File: src/logic/useq_config.svh
//////////////////////////////////////////////////////////////////////
// widths and microinstruction field positions, one value each
// field macros give the low bit of a multi-bit field
//////////////////////////////////////////////////////////////////////
`ifndef USEQ_CONFIG_SVH
`define USEQ_CONFIG_SVH

`define UPC_WIDTH       14
`define UINST_WIDTH     49
`define SPC_DEPTH_LOG2  5
`define COND_WIDTH      8
`define SPC_WIDTH       `UPC_WIDTH

`define FLD_INVERT      6
`define FLD_N           7
`define FLD_CALL        8
`define FLD_RET         9
`define FLD_NOP11       11
`define FLD_POPJ        42
`define FLD_TYPE        43
`define FLD_TARGET      12
`define FLD_COND        0
`define FLD_DN          41
`define FLD_DP          40
`define FLD_DR          39
`define FLD_SRC         32
`define FLD_DEST        35

// alu-type source and destination codes
`define SRC_SPC         1
`define SRC_SPC_POP     2
`define DEST_SPC        1

`endif

File: src/logic/useq_pkg.sv
//////////////////////////////////////////////////////////////////////
// shared sequencer types, widths come from useq_config.svh
//////////////////////////////////////////////////////////////////////
`include "useq_config.svh"

package useq_pkg;

   typedef logic [`UPC_WIDTH-1:0]      upc_t;      // microcode address
   typedef logic [`UINST_WIDTH-1:0]    uinst_t;    // microinstruction word
   typedef logic [`SPC_DEPTH_LOG2-1:0] spc_ptr_t;  // stack pointer
   typedef logic [`COND_WIDTH-1:0]     cond_t;     // condition flags

   // one microinstruction = alu, write, fetch
   typedef enum logic [1:0]
   {
      cyc_alu,
      cyc_write,
      cyc_fetch
   } cyc_state_t;

   // next address select, same coding as the pcs1/pcs0 pair
   typedef logic [1:0] pc_sel_t;

   localparam pc_sel_t PCS_STACK = 2'd0;
   localparam pc_sel_t PCS_JUMP  = 2'd1;
   localparam pc_sel_t PCS_DISP  = 2'd2;
   localparam pc_sel_t PCS_INC   = 2'd3;

endpackage

File: src/logic/cycle_sequencer.sv
//////////////////////////////////////////////////////////////////////
// free-running, never stalls; starts in the alu cycle after reset
//////////////////////////////////////////////////////////////////////
module cycle_sequencer
   import useq_pkg::*;
(
   input  logic clk,
   input  logic reset,
   output logic state_alu,
   output logic state_write,
   output logic state_fetch
);

   cyc_state_t state;

   always_ff @(posedge clk)
   begin
      if (reset)
         state <= cyc_alu;
      else
      begin
         case (state)
            cyc_alu:   state <= cyc_write;
            cyc_write: state <= cyc_fetch;
            cyc_fetch: state <= cyc_alu;
            default:   state <= cyc_alu;   // unused code, recover
         endcase
      end
   end

   // one-hot strobes
   assign state_alu   = (state == cyc_alu);
   assign state_write = (state == cyc_write);
   assign state_fetch = (state == cyc_fetch);

endmodule

File: src/logic/uinst_decode.sv
//////////////////////////////////////////////////////////////////////
// type code 3 decodes as alu; funct shares bit 11 with nop11
// dispatch target is the jump target field, no dispatch memory
//////////////////////////////////////////////////////////////////////
`include "useq_config.svh"

module uinst_decode
   import useq_pkg::*;
(
   input  uinst_t     uinst,
   input  cond_t      cond_flags,
   output logic       irjump,
   output logic       irdisp,
   output logic       ir_invert,
   output logic       ir_n,
   output logic       ir_call,
   output logic       ir_ret,
   output logic       popj_bit,
   output logic       nop11,
   output logic       dn,
   output logic       dp,
   output logic       dr,
   output logic       destspc,
   output logic       srcspc,
   output logic       srcspcpop,
   output logic       jcond,
   output logic [3:0] funct,
   output upc_t       target
);

   logic [1:0] utype;
   logic       iralu;
   logic [2:0] src_code;
   logic [2:0] dest_code;
   logic [2:0] cond_sel;
   logic [1:0] funct_code;

   assign utype     = uinst[`FLD_TYPE +: 2];
   assign irjump    = (utype == 2'd1);
   assign irdisp    = (utype == 2'd2);
   assign iralu     = ~irjump & ~irdisp;   // codes 0 and 3

   // jump word control bits
   assign ir_invert = uinst[`FLD_INVERT];
   assign ir_n      = uinst[`FLD_N];
   assign ir_call   = uinst[`FLD_CALL];
   assign ir_ret    = uinst[`FLD_RET];
   assign popj_bit  = uinst[`FLD_POPJ];
   assign nop11     = uinst[`FLD_NOP11];

   // dispatch bits, taken straight from the word
   assign dn = uinst[`FLD_DN];
   assign dp = uinst[`FLD_DP];
   assign dr = uinst[`FLD_DR];

   assign funct_code = uinst[`FLD_NOP11 -: 2];
   assign funct      = 4'b0001 << funct_code;   // one-hot

   // stack access from alu words only
   assign src_code  = uinst[`FLD_SRC +: 3];
   assign dest_code = uinst[`FLD_DEST +: 3];
   assign srcspc    = iralu & (src_code == 3'(`SRC_SPC));
   assign srcspcpop = iralu & (src_code == 3'(`SRC_SPC_POP));
   assign destspc   = iralu & (dest_code == 3'(`DEST_SPC));

   assign cond_sel = uinst[`FLD_COND +: 3];
   assign jcond    = cond_flags[cond_sel];   // sense applied later

   assign target = uinst[`FLD_TARGET +: `UPC_WIDTH];

endmodule

File: src/logic/seq_control.sv
//////////////////////////////////////////////////////////////////////
// pc select and stack control; inop and iwrited load on fetch
// call and return together in a jump is the microcode write form
//////////////////////////////////////////////////////////////////////
module seq_control
   import useq_pkg::*;
(
   input  logic       clk,
   input  logic       reset,
   input  logic       state_alu,
   input  logic       state_write,
   input  logic       state_fetch,
   input  logic       trap,
   input  logic       irjump,
   input  logic       irdisp,
   input  logic       ir_invert,
   input  logic       ir_n,
   input  logic       ir_call,
   input  logic       ir_ret,
   input  logic       popj_bit,
   input  logic       nop11,
   input  logic       dn,
   input  logic       dp,
   input  logic       dr,
   input  logic       destspc,
   input  logic       srcspc,
   input  logic       srcspcpop,
   input  logic       jcond,
   input  logic [3:0] funct,
   output pc_sel_t    pcs,
   output logic       n,
   output logic       nop,
   output logic       nopa,
   output logic       iwrited,
   output logic       spush,
   output logic       spop,
   output logic       swp,
   output logic       srp,
   output logic       spcnt,
   output logic       spcdrive,
   output logic       spcenb,
   output logic       srcspcpopreal
);

   logic inop;
   logic dispenb;
   logic dfall;
   logic ignpopj;
   logic jtaken;    // jump condition met, either sense
   logic jret;
   logic iwrite;
   logic popj;

   //////////////////////////////////////////////////////////////////////
   // word decode
   //////////////////////////////////////////////////////////////////////

   assign dispenb = irdisp & ~funct[2];
   assign dfall   = dr & dp;                  // push and pop cancel
   assign ignpopj = irdisp & ~dr;

   assign jtaken = irjump & (jcond ^ ir_invert);
   assign jret   = irjump & ~ir_call & ir_ret;
   assign iwrite = irjump & ir_call & ir_ret;  // microcode write

   assign popj          = (popj_bit & ~nop) | iwrited;  // delayed return after write
   assign srcspcpopreal = srcspcpop & ~nop;

   //////////////////////////////////////////////////////////////////////
   // stack control
   //////////////////////////////////////////////////////////////////////

   assign spop = ((srcspcpopreal | popj) & ~ignpopj) |
                 (dispenb & dr & ~dp) |
                 (jret & jtaken);

   assign spush = destspc |
                  (dispenb & dp & ~dr) |
                  (jtaken & ir_call);

   assign swp      = spush & state_write;   // data written in the write cycle
   assign srp      = state_fetch;           // pointer moves at end of fetch
   assign spcnt    = spush | spop;
   assign spcenb   = srcspc | srcspcpop;
   assign spcdrive = spcenb & (state_alu | state_write | state_fetch);

   //////////////////////////////////////////////////////////////////////
   // next address and N
   //////////////////////////////////////////////////////////////////////

   // 0 stack, 1 target, 2 dispatch, 3 increment
   assign pcs[1] = ~((popj & ~ignpopj) |
                     jtaken |
                     (dispenb & dr & ~dp));

   assign pcs[0] = ~(popj |
                     (dispenb & ~dfall) |
                     (jret & jtaken));

   assign n = trap |
              iwrited |
              (dispenb & dn) |
              (jtaken & ir_n);

   assign nopa = inop | nop11;
   assign nop  = trap | nopa;

   always_ff @(posedge clk)
   begin
      if (reset)
      begin
         inop    <= 1'b0;
         iwrited <= 1'b0;
      end
      else if (state_fetch)
      begin
         inop    <= n;        // cancels the next word
         iwrited <= iwrite;
      end
   end

endmodule

File: src/logic/spc_stack.sv
//////////////////////////////////////////////////////////////////////
// 32-entry return stack, pointer wraps; no overflow detection
// top is registered, valid from the write cycle of the next word
//////////////////////////////////////////////////////////////////////
`include "useq_config.svh"

module spc_stack
   import useq_pkg::*;
(
   input  logic     clk,
   input  logic     reset,
   input  logic     spush,
   input  logic     spop,
   input  logic     swp,
   input  logic     srp,
   input  logic     destspc,
   input  upc_t     write_data,
   input  upc_t     ret_addr,
   output upc_t     spc_top,
   output spc_ptr_t spc_ptr
);

   localparam int stack_depth = 1 << `SPC_DEPTH_LOG2;

   logic [`SPC_WIDTH-1:0] stack_mem [stack_depth];
   upc_t                  push_data;
   spc_ptr_t              ptr_inc;

   assign ptr_inc   = spc_ptr + spc_ptr_t'(1);
   assign push_data = destspc ? write_data : ret_addr;   // data push or call

   // entry above the pointer, written in the write cycle
   always_ff @(posedge clk)
   begin
      if (swp)
         stack_mem[ptr_inc] <= push_data;
   end

   always_ff @(posedge clk)
   begin
      if (reset)
         spc_ptr <= '0;
      else if (srp)
      begin
         if (spush)
            spc_ptr <= ptr_inc;               // push wins
         else if (spop)
            spc_ptr <= spc_ptr - spc_ptr_t'(1);
      end
   end

   always_ff @(posedge clk)
   begin
      spc_top <= stack_mem[spc_ptr];
   end

endmodule

File: src/logic/upc_select.sv
//////////////////////////////////////////////////////////////////////
// address register, loads only on fetch
// dispatch and jump both take the target field
//////////////////////////////////////////////////////////////////////
module upc_select
   import useq_pkg::*;
(
   input  logic    clk,
   input  logic    reset,
   input  logic    state_fetch,
   input  pc_sel_t pcs,
   input  upc_t    target,
   input  upc_t    spc_top,
   output upc_t    upc,
   output upc_t    upc_next_inc
);

   upc_t upc_next;

   assign upc_next_inc = upc + upc_t'(1);   // also the call return address

   always_comb
   begin
      case (pcs)
         PCS_STACK: upc_next = spc_top;
         PCS_JUMP:  upc_next = target;
         PCS_DISP:  upc_next = target;      // no dispatch memory
         PCS_INC:   upc_next = upc_next_inc;
         default:   upc_next = upc_next_inc;
      endcase
   end

   always_ff @(posedge clk)
   begin
      if (reset)
         upc <= '0;
      else if (state_fetch)
         upc <= upc_next;
   end

endmodule

File: src/logic/useq_top.sv
//////////////////////////////////////////////////////////////////////
// uinst and cond_flags must hold from one fetch to the next
// spc_data reads zero unless the word sources the stack
//////////////////////////////////////////////////////////////////////
module useq_top
   import useq_pkg::*;
(
   input  logic   clk,
   input  logic   reset,
   input  logic   trap,
   input  uinst_t uinst,
   input  cond_t  cond_flags,
   input  upc_t   write_data,
   output upc_t   upc,
   output upc_t   spc_data,
   output logic   nop,
   output logic   fetch
);

   logic       state_alu, state_write, state_fetch;
   logic       irjump, irdisp, ir_invert, ir_n, ir_call, ir_ret;
   logic       popj_bit, nop11, dn, dp, dr, jcond;
   logic       destspc, srcspc, srcspcpop;
   logic [3:0] funct;
   upc_t       target;
   pc_sel_t    pcs;
   logic       spush, spop, swp, srp, spcdrive;
   upc_t       spc_top;
   upc_t       upc_next_inc;

   cycle_sequencer i_cycle (
      .clk         (clk),
      .reset       (reset),
      .state_alu   (state_alu),
      .state_write (state_write),
      .state_fetch (state_fetch)
   );

   uinst_decode i_decode (
      .uinst (uinst), .cond_flags (cond_flags),
      .irjump (irjump), .irdisp (irdisp), .ir_invert (ir_invert), .ir_n (ir_n),
      .ir_call (ir_call), .ir_ret (ir_ret), .popj_bit (popj_bit), .nop11 (nop11),
      .dn (dn), .dp (dp), .dr (dr), .destspc (destspc), .srcspc (srcspc),
      .srcspcpop (srcspcpop), .jcond (jcond), .funct (funct), .target (target)
   );

   seq_control i_control (
      .clk (clk), .reset (reset), .state_alu (state_alu), .state_write (state_write),
      .state_fetch (state_fetch), .trap (trap), .irjump (irjump), .irdisp (irdisp),
      .ir_invert (ir_invert), .ir_n (ir_n), .ir_call (ir_call), .ir_ret (ir_ret),
      .popj_bit (popj_bit), .nop11 (nop11), .dn (dn), .dp (dp), .dr (dr),
      .destspc (destspc), .srcspc (srcspc), .srcspcpop (srcspcpop), .jcond (jcond),
      .funct (funct), .pcs (pcs), .n (), .nop (nop), .nopa (), .iwrited (),
      .spush (spush), .spop (spop), .swp (swp), .srp (srp), .spcnt (),
      .spcdrive (spcdrive), .spcenb (), .srcspcpopreal ()
   );

   spc_stack i_stack (
      .clk (clk), .reset (reset), .spush (spush), .spop (spop), .swp (swp),
      .srp (srp), .destspc (destspc), .write_data (write_data),
      .ret_addr (upc_next_inc), .spc_top (spc_top), .spc_ptr ()
   );

   upc_select i_upc (
      .clk (clk), .reset (reset), .state_fetch (state_fetch), .pcs (pcs),
      .target (target), .spc_top (spc_top), .upc (upc), .upc_next_inc (upc_next_inc)
   );

   assign spc_data = spcdrive ? spc_top : '0;
   assign fetch    = state_fetch;

endmodule

File: config.mk
export PLATFORM = sky130hd
export DESIGN_NAME = useq_top
export DESIGN_NICKNAME = d
export VERILOG_FILES = /design/src/logic/useq_pkg.sv /design/src/logic/cycle_sequencer.sv /design/src/logic/uinst_decode.sv /design/src/logic/seq_control.sv /design/src/logic/spc_stack.sv /design/src/logic/upc_select.sv /design/src/logic/useq_top.sv
export VERILOG_INCLUDE_DIRS = /design/src /design/src/logic
export SDC_FILE = /design/constraint.sdc
export NUM_CORES = 1
export LEC_CHECK = 0
export BUFFER_PORTS_ARGS = -buffer_cell sky130_fd_sc_hd__buf_4
export CORE_MARGIN = 1
export CORE_UTILIZATION = 35
export CTS_CLUSTER_SIZE = 25
export DETAILED_ROUTE_END_ITERATION = 10
export GPL_TIMING_DRIVEN = 0
export PLACE_DENSITY = 0.48
export SETUP_SLACK_MARGIN = 0.02
export SLEW_MARGIN = 20
export SYNTH_ARGS = -nofsm -noshare
export SYNTH_HDL_FRONTEND = slang
export SYNTH_SLANG_ARGS = --single-unit
File: constraint.sdc
create_clock -name clk -period 4.06 [get_ports clk]
set_input_delay 0.609 -clock clk [delete_from_list [all_inputs] [get_ports clk]]
set_output_delay 0.609 -clock clk [all_outputs]
set_load 0.005 [all_outputs]
After elaboration in Yosys (flattened, before gate mapping)
Memory sizes are Yosys's and may differ from the RTL's. A register that Yosys moved wholly into a read port is not among the register bits.
Cells that the tools add are included.
- register bits: 23
- RAM bits: 448
- input bits: 74
- output and inout port bits: 30
- logic and storage cells: 93
- memories: 1
- memory list (memory ; words ; bits a word ; rd ports ; clocked after memory_dff ; write ports ; line ; text):
    i_stack.stack_mem ; 32 ; 14 ; 1 ; 1 ; 1 ; spc_stack.sv:25 ; logic [`SPC_WIDTH-1:0] stack_mem [stack_depth];
- add/subtract/negate cells: 3
- order comparisons: 1
- eq/ne operators: 10
- shifts and indexed selects: 1
- multiplexer cells: 10
- bitwise gates (word level): 57
- reductions and logical operators: 5
- operators with widths (kind ; number):
    $pmux W14 S3 ; 1
    $mux W14 ; 2
    $and A1 B1 Y1 ; 27
    $or A1 B1 Y1 ; 18
    $add A14 B1 Y14 const B ; 1
    $not A1 Y1 ; 11
    $mux W5 ; 2
    $eq A2 B2 Y1 const B ; 4
    $eq A2 B1 Y1 const B ; 3
    $eq A3 B1 Y1 const B ; 2
    $add A5 B1 Y5 const B ; 1
    $sub A5 B1 Y5 const B ; 1
    $logic_not A2 Y1 ; 2
    $lt A3 B4 Y1 const B ; 1
    $pmux W2 S2 ; 1
    $bmux W1 S3 ; 1
    $eq A3 B2 Y1 const B ; 1
    $mux W1 ; 3
    $shl A1 B2 Y3 const A ; 1
    $reduce_and A2 Y1 ; 1
    $reduce_bool A2 Y1 ; 1
    $reduce_or A2 Y1 ; 1
    $xor A1 B1 Y1 ; 1

Depth between registers and ports, before layout
- depth after elaboration: 12
- gate-level depth with buffers: 12
- depth with buffers taken out: 11

Cells and area by module
A second synthesis with hierarchy kept.
- cell total of the unflattened synthesis: 1310
- area total of the unflattened synthesis: 20377.0 um^2
- by module, submodules not included (module ; instances ; cells each ; area each (um^2) ; seq. area each (um^2)):
    spc_stack ; 1 ; 1068 ; 18426.4 ; 13833.3
    upc_select ; 1 ; 148 ; 1154.9 ; 280.3
    uinst_decode ; 1 ; 37 ; 321.6 ; 0.0
    seq_control ; 1 ; 35 ; 286.5 ; 40.0
    useq_top ; 1 ; 15 ; 111.4 ; 0.0
    cycle_sequencer ; 1 ; 7 ; 76.3 ; 40.0

Worst setup path after synthesis
No wires, ideal clock.
- path kind: in2reg
- start point: in uinst[43]
- end point: mem i_stack.stack_mem[13][0] in the netlist's numbering, enable pin
- library setup time: 0.403 ns
- arrival time: 3.410 ns
- data required time: 3.657 ns
- slack: 0.248 ns
- stages on the path: 11
- path buffers: 3
- cells stage by stage: inv_1 > ha_1 > inv_1 > or4b_1 > buf_2 > o31ai_4 > a211oi_4 > or2_2 > buf_2 > buf_2 > nor3_1
- longest elaborated chain between the ends: 9
- elaborated cells between the ends (all ways): 16
- those cells by class: 2 x eq/ne; 2 x mux; 12 x bitwise
- ends and longest elaborated chain (element ; line ; text):
    from (decl) ; useq_top.sv:11 ; input uinst_t uinst,
    $eq A2 B2 Y1 / $eq A2 B1 Y1 (equally long branches) ; uinst_decode.sv:40, uinst_decode.sv:39 ;
    $and A1 B1 Y1 / $not A1 Y1 (equally long branches) ; seq_control.sv:58, uinst_decode.sv:41 ;
    $and A1 B1 Y1, on equally long branches ; seq_control.sv:78, uinst_decode.sv:41 ;
    $and A1 B1 Y1, on equally long branches ; seq_control.sv:78, uinst_decode.sv:64 ;
    $or A1 B1 Y1 ; seq_control.sv:77 ; assign spush = destspc |
    $or A1 B1 Y1 (*) ; seq_control.sv:78 ; (dispenb & dp & ~dr) |
    $and A1 B1 Y1 (*) ; seq_control.sv:81 ; assign swp = spush & state_write;
    $mux W1 (*) ; spc_stack.sv:35 ; if (swp)
    $mux W1 (not written as such) (*) ; spc_stack.sv:36 ; stack_mem[ptr_inc] <= push_data;
    to (decl) ; spc_stack.sv:25 ;
Every way passes the cells marked *; elsewhere a longest branch is shown, timed or not.

Final worst setup path
- start point: reg i_stack.spc_ptr[1]
- end point: mem i_stack.stack_mem[24][5] in the netlist's numbering, enable pin
- longest elaborated chain between the ends: 1
- ends and longest elaborated chain (element ; line ; text):
    from (decl) ; spc_stack.sv:20 ; output spc_ptr_t spc_ptr
    from (signal assigned) ; spc_stack.sv:46 ; spc_ptr <= ptr_inc;
    from (signal assigned) ; spc_stack.sv:48 ; spc_ptr <= spc_ptr - spc_ptr_t'(1);
    $add A5 B1 Y5 ; spc_stack.sv:29 ; assign ptr_inc = spc_ptr + spc_ptr_t'(1);
Every way passes these cells.

==> impl_metrics.py <==
metrics = {
    "synth": {
        "ys_types": 55,
        "yosysMostFrequentCell": "edfxtp_1",
        "synth_top_family_by_area": "multiplexers",
        "synth-compound-area-share": 0.0285,
        "synth_common_cells": "448 x edfxtp_1, 140 x mux4_2, 37 x dfxtp_1",
        "muxShareOfSynthArea": 0.174,
        "seq_area_frac_synth": 0.722,
        "synth_area_leaders": "edfxtp_1 68%, mux4_2 16%, dfxtp_1 3.8%",
        "ys_seq_elements": 485,
        "synth_edf_count": 448,
        "synth-main-ff-cell": "edfxtp_1",
        "syn_nets": 1074,
        "synthCells": 989,
        "syn_avg_cell_area_um2": 19.9,
        "synth_fa_ha_area_frac": 0.00700,
        "synth-simple-area-share": 0.0418,
        "yosysWarnings": 0,
        "syn_area_um2": 19700,
        "yosysTopAreaCellShare": 0.684,
        "synth_top_area_cell": "edfxtp_1",
        "synthArstFlopShare": 0,
        "synth_xor_area_frac": 0.00885,
    },
    "sta": {
        "setup_ws_ps": 362,
        "slew-limit-headroom": 0.271,
        "period_needed_ps": 3700,
        "setup_viol": 0,
        "drv_slew": 0,
        "fmax_ghz": 0.270,
        "tightest_slew_ps": 1090,
        "rsz0062_at_grt": "no",
        "hold_viol_final": 0,
        "worst_hold_slack_ps": 237,
        "fin_skew_ps": 16.2,
        "post-route-period-util": 0.911,
    },
    "grt": {
        "grt_first_pass_wirelength_mm": 72.2,
        "antenna_found_initial": 2,
        "globalRouteOverflowTotal": 0,
        "grtUsageTotal": 0.178,
        "grt_pass1_vias": 10400,
        "grt_max_degree": 33,
    },
    "cts": {
        "cts-resized-gates": 0,
        "cts_max_path_buffers": 3,
        "clock-root-buffer": "clkbuf_16",
        "cts-htree-levels": 2,
        "cts_inserted_buffers": 50,
        "cts.sink_count": 485,
        "holdBufCountCts": 0,
        "cts_tree": "done",
        "clk_latency_ps": 580,
        "clk_pin_slew_ps": 60,
        "postCtsSetupRepairBufs": 0,
    },
    "route": {
        "first_iter_violations": 772,
        "ant_nets": 0,
        "drt_first_pass_iters": 4,
        "vias_per_cell": 5.15,
        "drc_errors": 0,
        "vias": 10100,
        "wl_mm": 49.7,
        "detail_route.wl_per_cell_um": 25.4,
    },
    "placement": {
        "dpl_worst_slack_ps": 7.68,
        "hpwl_mm": 35.8,
        "place.gp.congestion": 0.883,
        "io_buffer_count": 89,
    },
    "cells_and_area": {
        "fillCellCount": 4916,
        "fin_nets": 1254,
        "multi_input_area_um2": 5320,
        "drive_gt1_frac": 0.344,
        "area_delta_synth_final_pct": 19.5,
        "finish.utilization": 0.425,
        "register_area_um2": 14200,
    },
    "pwr": {
        "internal-power_mw": 8.19,
        "p_switching_mw": 2.25,
        "vdd_drop_max_v": 0.000272,
        "powerDensity_nw_per_um2": 445,
        "seqPwrFrac": 0.529,
        "p_comb_frac": 0.061,
        "clkPwrFrac": 0.410,
        "total_leakage_power_nw": 7.54,
        "swShare": 0.216,
    },
    "setup_path": {
        "worstPathMaxFanout": 10,
        "crit_path_cell_trace": "clkbuf_1, clkdlybuf4s15_1, nand3_1, o32ai_1, a22oi_1, nor3_2, buf_4, buf_4",
        "crit_top_cell": "buf_4",
        "slowest_delay_ps": 730,
        "crit_required_ps": 4360,
        "end_kind": "flop",
        "cp_slowest_cell": "clkdlybuf4s15_1",
        "crit_arrival_ps": 3990,
        "critical_path_class": "flop to flop",
        "cp-start-kind": "flop",
    },
    "die": {
        "initial_core_util": 0.355,
        "die_area_um2": 57100,
        "die_h_um": 239,
        "die_w_um": 239,
        "io_pins": 104,
        "rows": 86,
        "core_um2": 55300,
    },
    "run_status": {
        "status": "finished clean",
    },
    "flow_run": {
        "drv_cap": 0,
    },
    "worst_hold_path": {
        "hold_path.class": "primary input to flop",
    },
}
==> placed cells by master (no fill, tap or decap), types with 6 or more instances in the layout <==
| cell type | n |
|---|---|
| nand3_1 | 8 |
| inv_1 | 14 |
| mux2_2 | 17 |
| o211ai_1 | 15 |
| a21oi_1 | 22 |
| ha_1 | 11 |
| buf_4 | 117 |
| edfxtp_1 | 448 |
| a21oi_4 | 11 |
| o21ai_0 | 11 |
| clkinv_1 | 12 |
| nor3_1 | 6 |
| clkinv_2 | 9 |
| dfxtp_1 | 37 |
| mux4_2 | 140 |
| nor3_2 | 16 |
| clkbuf_1 | 41 |
| buf_6 | 8 |
| nor2_1 | 31 |
| and2_1 | 16 |
| and3_1 | 14 |
| buf_2 | 6 |
| xnor2_1 | 6 |
| xor2_1 | 12 |
| buf_16 | 9 |
| nand2_1 | 35 |
| clkbuf_16 | 51 |
==> flip-flops by register name (all words and copies together), names as in the netlist <==
signal	flops
i_control.inop	1
i_control.iwrited	1
i_cycle.state	2
i_stack.spc_ptr	5
i_stack.spc_top	14
i_stack.stack_mem	448
i_upc.upc	14
==> stage by stage <==
stage               total power, mW  TNS (ps)  cells  cell area (um^2)
floorplan                      5.96         0    989             19700
global placement               6.23   -512880   1826             21300
detailed placement             6.28         0   1864             22000
CTS                            10.6         0   1954             23500
global route                   10.8         0   1955             23500
finish                         10.4         0   1956             23500
==> layout make-up <==
cell class / instances / share of cell area
well taps: 748 / 0.0399
clock inverters: 24 / 0.00693
multi-input cells: 435 / 0.227
plain buffers: 54 / 0.0131
clock buffers: 66 / 0.0567
diodes: 1 / 0.000107
repair buffers: 128 / 0.0499
flip-flops and latches: 485 / 0.604
inverters: 15 / 0.00240
==> layer usage <==
metal / part of all wire / vias to the layer above / track usage
li1: - / 4427 / -
met1: 0.47 / 5255 / 0.262
met2: 0.44 / 321 / 0.264
met3: 0.060 / 69 / 0.0358
met4: 0.030 / 2 / 0.0596
met5: 0.00028 / - / 0
==> power by group through the flow <==
stage                     logic (mW)  registers, mW  clock network, mW
after floorplan                0.336           5.62                  0
after global placement         0.591           5.64                  0
after detailed placement       0.649           5.63                  0
after CTS                      0.652           5.53               4.40
after global routing           0.695           5.53               4.57
final                          0.640           5.53               4.28
==> logic make-up after synthesis <==
logic type / after synthesis
compound gates: 81
xor+xnor: 19
fa+ha+maj: 11
buf+inv: 69
flops: 485
mux: 164
simple gates: 160
==> final timing paths <==
check	from	depth (start not counted)	endpoint	slack (ps)
setup reg to reg	i_stack.spc_ptr[1]$_SDFFE_PP0P_	8	i_stack.stack_mem[24][5]$_DFFE_PP_	360
hold reg to reg	i_upc.upc[13]$_SDFFE_PP0P_	2	i_upc.upc[13]$_SDFFE_PP0P_	500
hold / removal	reset	2	i_upc.upc[13]$_SDFFE_PP0P_	240
setup / recovery	i_stack.spc_ptr[1]$_SDFFE_PP0P_	8	i_stack.stack_mem[24][5]$_DFFE_PP_	360
==> critical path: cells and delay by family, from the launching register on <==
family / cells / cell delay, ps
buf+inv: 4 / 1540
simple gates: 2 / 740
compound gates: 2 / 730
flops: 1 / 390
Power figures use the tool's default switching activity.
